$ cat src/verilog/aes_settings.svh
`ifndef AES_SETTINGS_SVH
`define AES_SETTINGS_SVH

// ****************************************************************************
// register map of the round configuration block
// ****************************************************************************

// width of the configuration address bus.
`define AES_CFG_ADDR_W 3

// KEY0 holds the most significant word of the round key.
`define AES_ADDR_KEY0 3'd0
`define AES_ADDR_KEY1 3'd1
`define AES_ADDR_KEY2 3'd2
`define AES_ADDR_KEY3 3'd3

// bit 0 is the last-round bit, which skips InvMixColumns.
`define AES_ADDR_CTRL 3'd4

// latency of the round datapath in clock cycles.
`define AES_PIPE_DEPTH 2

`endif

$ cat src/verilog/aes_types_pkg.sv
`default_nettype none

package aes_types_pkg;

        // one byte of the cipher state.
        typedef logic [7:0] aes_byte_t;

        // one column of the state or one word of the round key.
        typedef logic [31:0] aes_word_t;

        // the four bytes of a column with element 0 in row 0.
        typedef aes_byte_t [0:3] aes_column_t;

        // the full state has byte 0 in the top bits and runs column by column.
        typedef logic [127:0] aes_state_t;

        // low byte of the field polynomial x^8 + x^4 + x^3 + x + 1.
        localparam aes_byte_t AES_POLY = 8'h1b;

endpackage

`default_nettype wire

$ cat src/verilog/aes_cfg_pkg.sv
`default_nettype none

`include "aes_settings.svh"

package aes_cfg_pkg;

        // address on the configuration port.
        typedef logic [`AES_CFG_ADDR_W-1:0] aes_cfg_addr_t;

        // everything one block needs to run its round.
        // it travels with the block through the pipeline.
        typedef struct packed {
                aes_types_pkg::aes_state_t key;
                logic                      last_round;
        } aes_round_cfg_t;

endpackage

`default_nettype wire

$ cat src/verilog/aes_key_regs.sv
`timescale 1ns/1ps
`default_nettype none

`include "aes_settings.svh"

module aes_key_regs (
        input  logic                        clk,
        input  logic                        reset,
        input  logic                        cfg_write,
        input  aes_cfg_pkg::aes_cfg_addr_t  cfg_addr,
        input  aes_types_pkg::aes_word_t    cfg_data,
        output aes_cfg_pkg::aes_round_cfg_t round_cfg
);

        aes_types_pkg::aes_word_t key_word [0:3];
        logic                     last_round;

        // writes to addresses outside the map fall through the default.
        always_ff @(posedge clk) begin
                if (reset) begin
                        for (int i = 0; i < 4; i++) begin
                                key_word[i] <= '0;
                        end
                        last_round <= 1'b0;
                end else if (cfg_write) begin
                        case (cfg_addr)
                                `AES_ADDR_KEY0: key_word[0] <= cfg_data;
                                `AES_ADDR_KEY1: key_word[1] <= cfg_data;
                                `AES_ADDR_KEY2: key_word[2] <= cfg_data;
                                `AES_ADDR_KEY3: key_word[3] <= cfg_data;
                                `AES_ADDR_CTRL: last_round  <= cfg_data[0];
                                default: ;
                        endcase
                end
        end

        assign round_cfg = '{
                key:        {key_word[0], key_word[1], key_word[2], key_word[3]},
                last_round: last_round
        };

endmodule

`default_nettype wire

$ cat config.mk
export PLATFORM = sky130hd
export DESIGN_NAME = aes_key_regs
export DESIGN_NICKNAME = d
export VERILOG_FILES = /design/src/verilog/aes_types_pkg.sv /design/src/verilog/aes_cfg_pkg.sv /design/src/verilog/aes_key_regs.sv
export VERILOG_INCLUDE_DIRS = /design/src /design/src/verilog
export SDC_FILE = /design/constraint.sdc
export NUM_CORES = 1
export LEC_CHECK = 0
export BUFFER_PORTS_ARGS = -buffer_cell sky130_fd_sc_hd__buf_2
export CAP_MARGIN = 10
export CELL_PAD_IN_SITES_DETAIL_PLACEMENT = 2
export CELL_PAD_IN_SITES_GLOBAL_PLACEMENT = 2
export CORE_ASPECT_RATIO = 0.75
export CORE_MARGIN = 5
export CORE_UTILIZATION = 36
export DETAILED_ROUTE_END_ITERATION = 8
export PLACE_DENSITY = 0.82
export SLEW_MARGIN = 20
export SYNTH_ARGS = -nofsm -noshare
export SYNTH_HDL_FRONTEND = slang
export SYNTH_SLANG_ARGS = --single-unit
$ cat constraint.sdc
create_clock -name clk -period 3.1 [get_ports clk]
set_input_delay 0.31 -clock clk [delete_from_list [all_inputs] [get_ports clk]]
set_output_delay 0.31 -clock clk [all_outputs]
set_load 0.05 [all_outputs]
======== After elaboration in Yosys (flattened, before gate mapping) ========
Memory sizes are Yosys's and may differ from the RTL's.
Index checks and enable logic that the tools add are counted.
W data, S select, Z words.
operators by class
  reductions and logical operators ........ 2
  multiplexer cells ....................... 22
  bitwise gates (word level) .............. 4
  equal/unequal tests ..................... 4
operator list
  cell                  count
  $mux W32              4
  $mux W1               18
  $eq A3 B2 Y1 const B  2
  $or A1 B1 Y1          4
  $eq A3 B1 Y1 const B  1
  $eq A3 B3 Y1 const B  1
  $logic_not A3 Y1      1
  $reduce_and A2 Y1     1
storage, ports and cells
  bits in writable memories ............... 128
  output and inout bits ................... 129
  memories kept ........................... 1
  input port bits ......................... 38
  register bits ........................... 1
  word-level logic and storage cells ...... 34
memories
  name      depth  width  rd ports  clocked after Yosys merged registers in  write ports  RTL line            text
  key_word  4      32     4         0                                        4            aes_key_regs.sv:15  aes_types_pkg::aes_word_t key_word [0:3];

======== Logic depth before layout (Yosys ltp) ========
  depth after elaboration ................. 6
  depth in mapped cells ................... 4
  gate-level depth less buffers ........... 2

======== Least setup slack after synthesis ========
Ideal clock, no wire load.
  path kind ............................... input to register
  start point ............................. in cfg_addr[0]
  end point ............................... mem key_word[0][0] in the netlist's numbering, enable pin
  data required time ...................... 2672 ps
  path slack .............................. 250 ps
  cell stages on the path ................. 4
  arrival ................................. 2422 ps
  setup time .............................. 428 ps
  cells stage by stage .................... or2_1 buf_2 buf_2 o21bai_1
RTL lines
  what             RTL line            text
  start, declared  aes_key_regs.sv:10  input aes_cfg_pkg::aes_cfg_addr_t cfg_addr,
  end, declared    aes_key_regs.sv:15

==> metrics.txt <==
Worst IR Drop VDD=0.3763 mV; setup bufs post-CTS=0; Die X=154.8 um; Yosys warnings=0; post-cts gate resize count=0; outcome=finished, final reports clean; core footprint=approximately 15,000 um^2; final WL=between 15,000 and 20,000 um; sequential share of the synthesized area=0.6824; final antenna-violating net count=0; measured slew at the worst slew-check pin=0.8956 ns; setup TNS=0 ns; largest net degree at the start of global routing=45; CP max stage cell=or3b_4; r2r setup slk=around 2.5 ns; layout cells sized above 1=0.6511; worst path required time=3.24 ns; CTS tree=done; post-synthesis cell count=333; Syn Std Cell Area=5662 um^2; clock skew=0 ns; worst r2r path cells=2; setup violators final=0; die area=about 18,000 um^2; Critical Path Max Stage Delay=~0.8 ns; Starting DRT DRC Count=155; Leakage=2.639 nW; r2r endpoint=last_round$_SDFFE_PP0P_; WL/cell=22.07 um; via count=3,390; CTS Hold Bufs=0; utilization after layout=0.4695; commonest non-fill, non-tap cell in the layout=buf_2; max-cap violations=0; Cell Pwr Density=679.2 nW/um^2; vias in the first global route=3,839; CP arrival=1.72 ns; dpl hpwl=11,200 um; num rows=39; worst min-delay path class=input port to flip-flop; all-layer global routing usage=0.1746; Vias/cell=4.721; # DRC=0; synthesis-to-layout area growth=27.07%; final hold violations=0; FF-to-FF Start=last_round$_SDFFE_PP0P_; Root Driver=clkbuf_16; worst-skew pair later-pin latency=0.41 ns; Sink Count=129; Worst setup EP type=flip-flop; gr ovfl total=0; first-pass GRT wire length=23,820 um; Worst Hold Launch=cfg_data[0]; CTS Buffer Depth=2; Hold Path Depth=3; RSZ-0062 raised after global routing=no; H-tree depth=4; Worst Setup Path Type=input port to flip-flop; Initial Util=0.3695; Clock transition at path regs=0.05 ns; initial antenna violation count=0; CTS Buf Count=17; FF+latch count, synth=129; I/O pins=167; Synthesized Nets=371; number of library cell types mapped by synthesis=17; Port Buf Inserts=166; Critical Path Fanout Max=44; Max-slew headroom=0.4029; # diodes=0; Final nets=538; Final min period=1.586 ns; GPL Wtd Cong=roughly 0.80; Endpoint, Worst Hold=last_round$_SDFFE_PP0P_; crit-path cells=buf_2 > or3b_4 > buf_12 > nor3_2; syn avg cell area=approximately 17 um^2; Final Max Tran Viols=0; most frequent cells in the layout=buf_2 (166), edfxtp_1 (128), nor3_2 (120); Die Y=118.6 um; Startpoint Class=input port; Final period util=0.5116; Pre-antenna DRT Iters=4; fmax=0.6305 GHz
-- how the worst max path moves through the flow --
stage | startpoint | end
detailed placement | cfg_write | key_word[2][8]$_SDFFCE_PN0P_
finish | cfg_write | key_word[1][3]$_SDFFCE_PN0P_
global placement | cfg_write | key_word[0][30]$_SDFFCE_PN0P_
global route | cfg_write | key_word[2][0]$_SDFFCE_PN0P_
CTS | cfg_addr[2] | key_word[1][10]$_SDFFCE_PN0P_
floorplan | cfg_addr[0] | key_word[0][0]$_SDFFCE_PN0P_
-- per-stage QoR --
| stage | power (mW) | instances | area, um^2 | hold slack (ns) | setup slack (ns) |
|---|---|---|---|---|---|
| 6_report | 4.887 | 718 | 7194 | 0.1875 | 1.514 |
| 3_3_place_gp | 2.873 | 686 | 6595 | 0.4611 | 1.134 |
| 5_1_grt | 5.073 | 718 | 7194 | 0.1861 | 1.483 |
| 3_5_place_dp | 2.895 | 686 | 6595 | 0.5147 | 1.089 |
| 2_1_floorplan | 2.688 | 333 | 5662 | 0.4484 | 0.2501 |
| 4_1_cts | 4.944 | 718 | 7194 | 0.1717 | 1.521 |
-- cells by family (layout without fill, tap and decap cells) --
kind of cell / count (synthesis) / count (layout) / share of synthesized area
simple gates: 137 / 137 / 0.2303
buf+inv: 62 / 242 / 0.08022
flops: 129 / 129 / 0.6824
mux: 1 / 1 / 0.001768
compound gates: 4 / 4 / 0.005304
-- routing by layer --
metal	GRT usage	wire, um
met2	0.2917	7928
met5	0	0
met1	0.2126	6558
met3	0.07417	1267
met4	0.03640	92
-- where the power goes --
group	switching, mW	internal [mW]	total, mW
Combinational	0.641	0.130	0.771
Clock	0.712	1.33	2.04
Sequential	0.0428	2.04	2.08
-- state kept, by name, summed over array words and instances (netlist names) --
signal / flops
last_round: 1
key_word: 128
-- area by class of cell --
cell class                 count  area [um^2]
clock buffer                  18        429.2
inverter                      32        120.1
fill                        1508         8128
sequential                   129         3864
multi-input combinational    142         1396
tap                          205        256.5
timing repair buffer         178        958.4
clock inverter                14        170.2
-- critical path, delay by kind of cell --
kind	cells	cell delay, ns
and+or+nand+nor	2	0.89
buffers and inverters	2	0.47
-- synth_stat cells --
cell type,number,area (um^2)
buf_1,2,7.510
buf_12,11,220.2
buf_2,13,65.06
buf_4,1,7.510
buf_6,3,33.78
dfxtp_1,1,20.02
edfxtp_1,128,3844
inv_1,32,120.1
mux2i_1,1,10.01
nand2_1,1,3.750
nand2b_1,5,31.28
nor3_1,8,40.04
nor3_2,120,1201
nor4bb_1,1,10.01
o21bai_1,4,30.03
or2_1,1,6.260
or3b_4,1,11.26
Power figures use the tool's default switching activity.
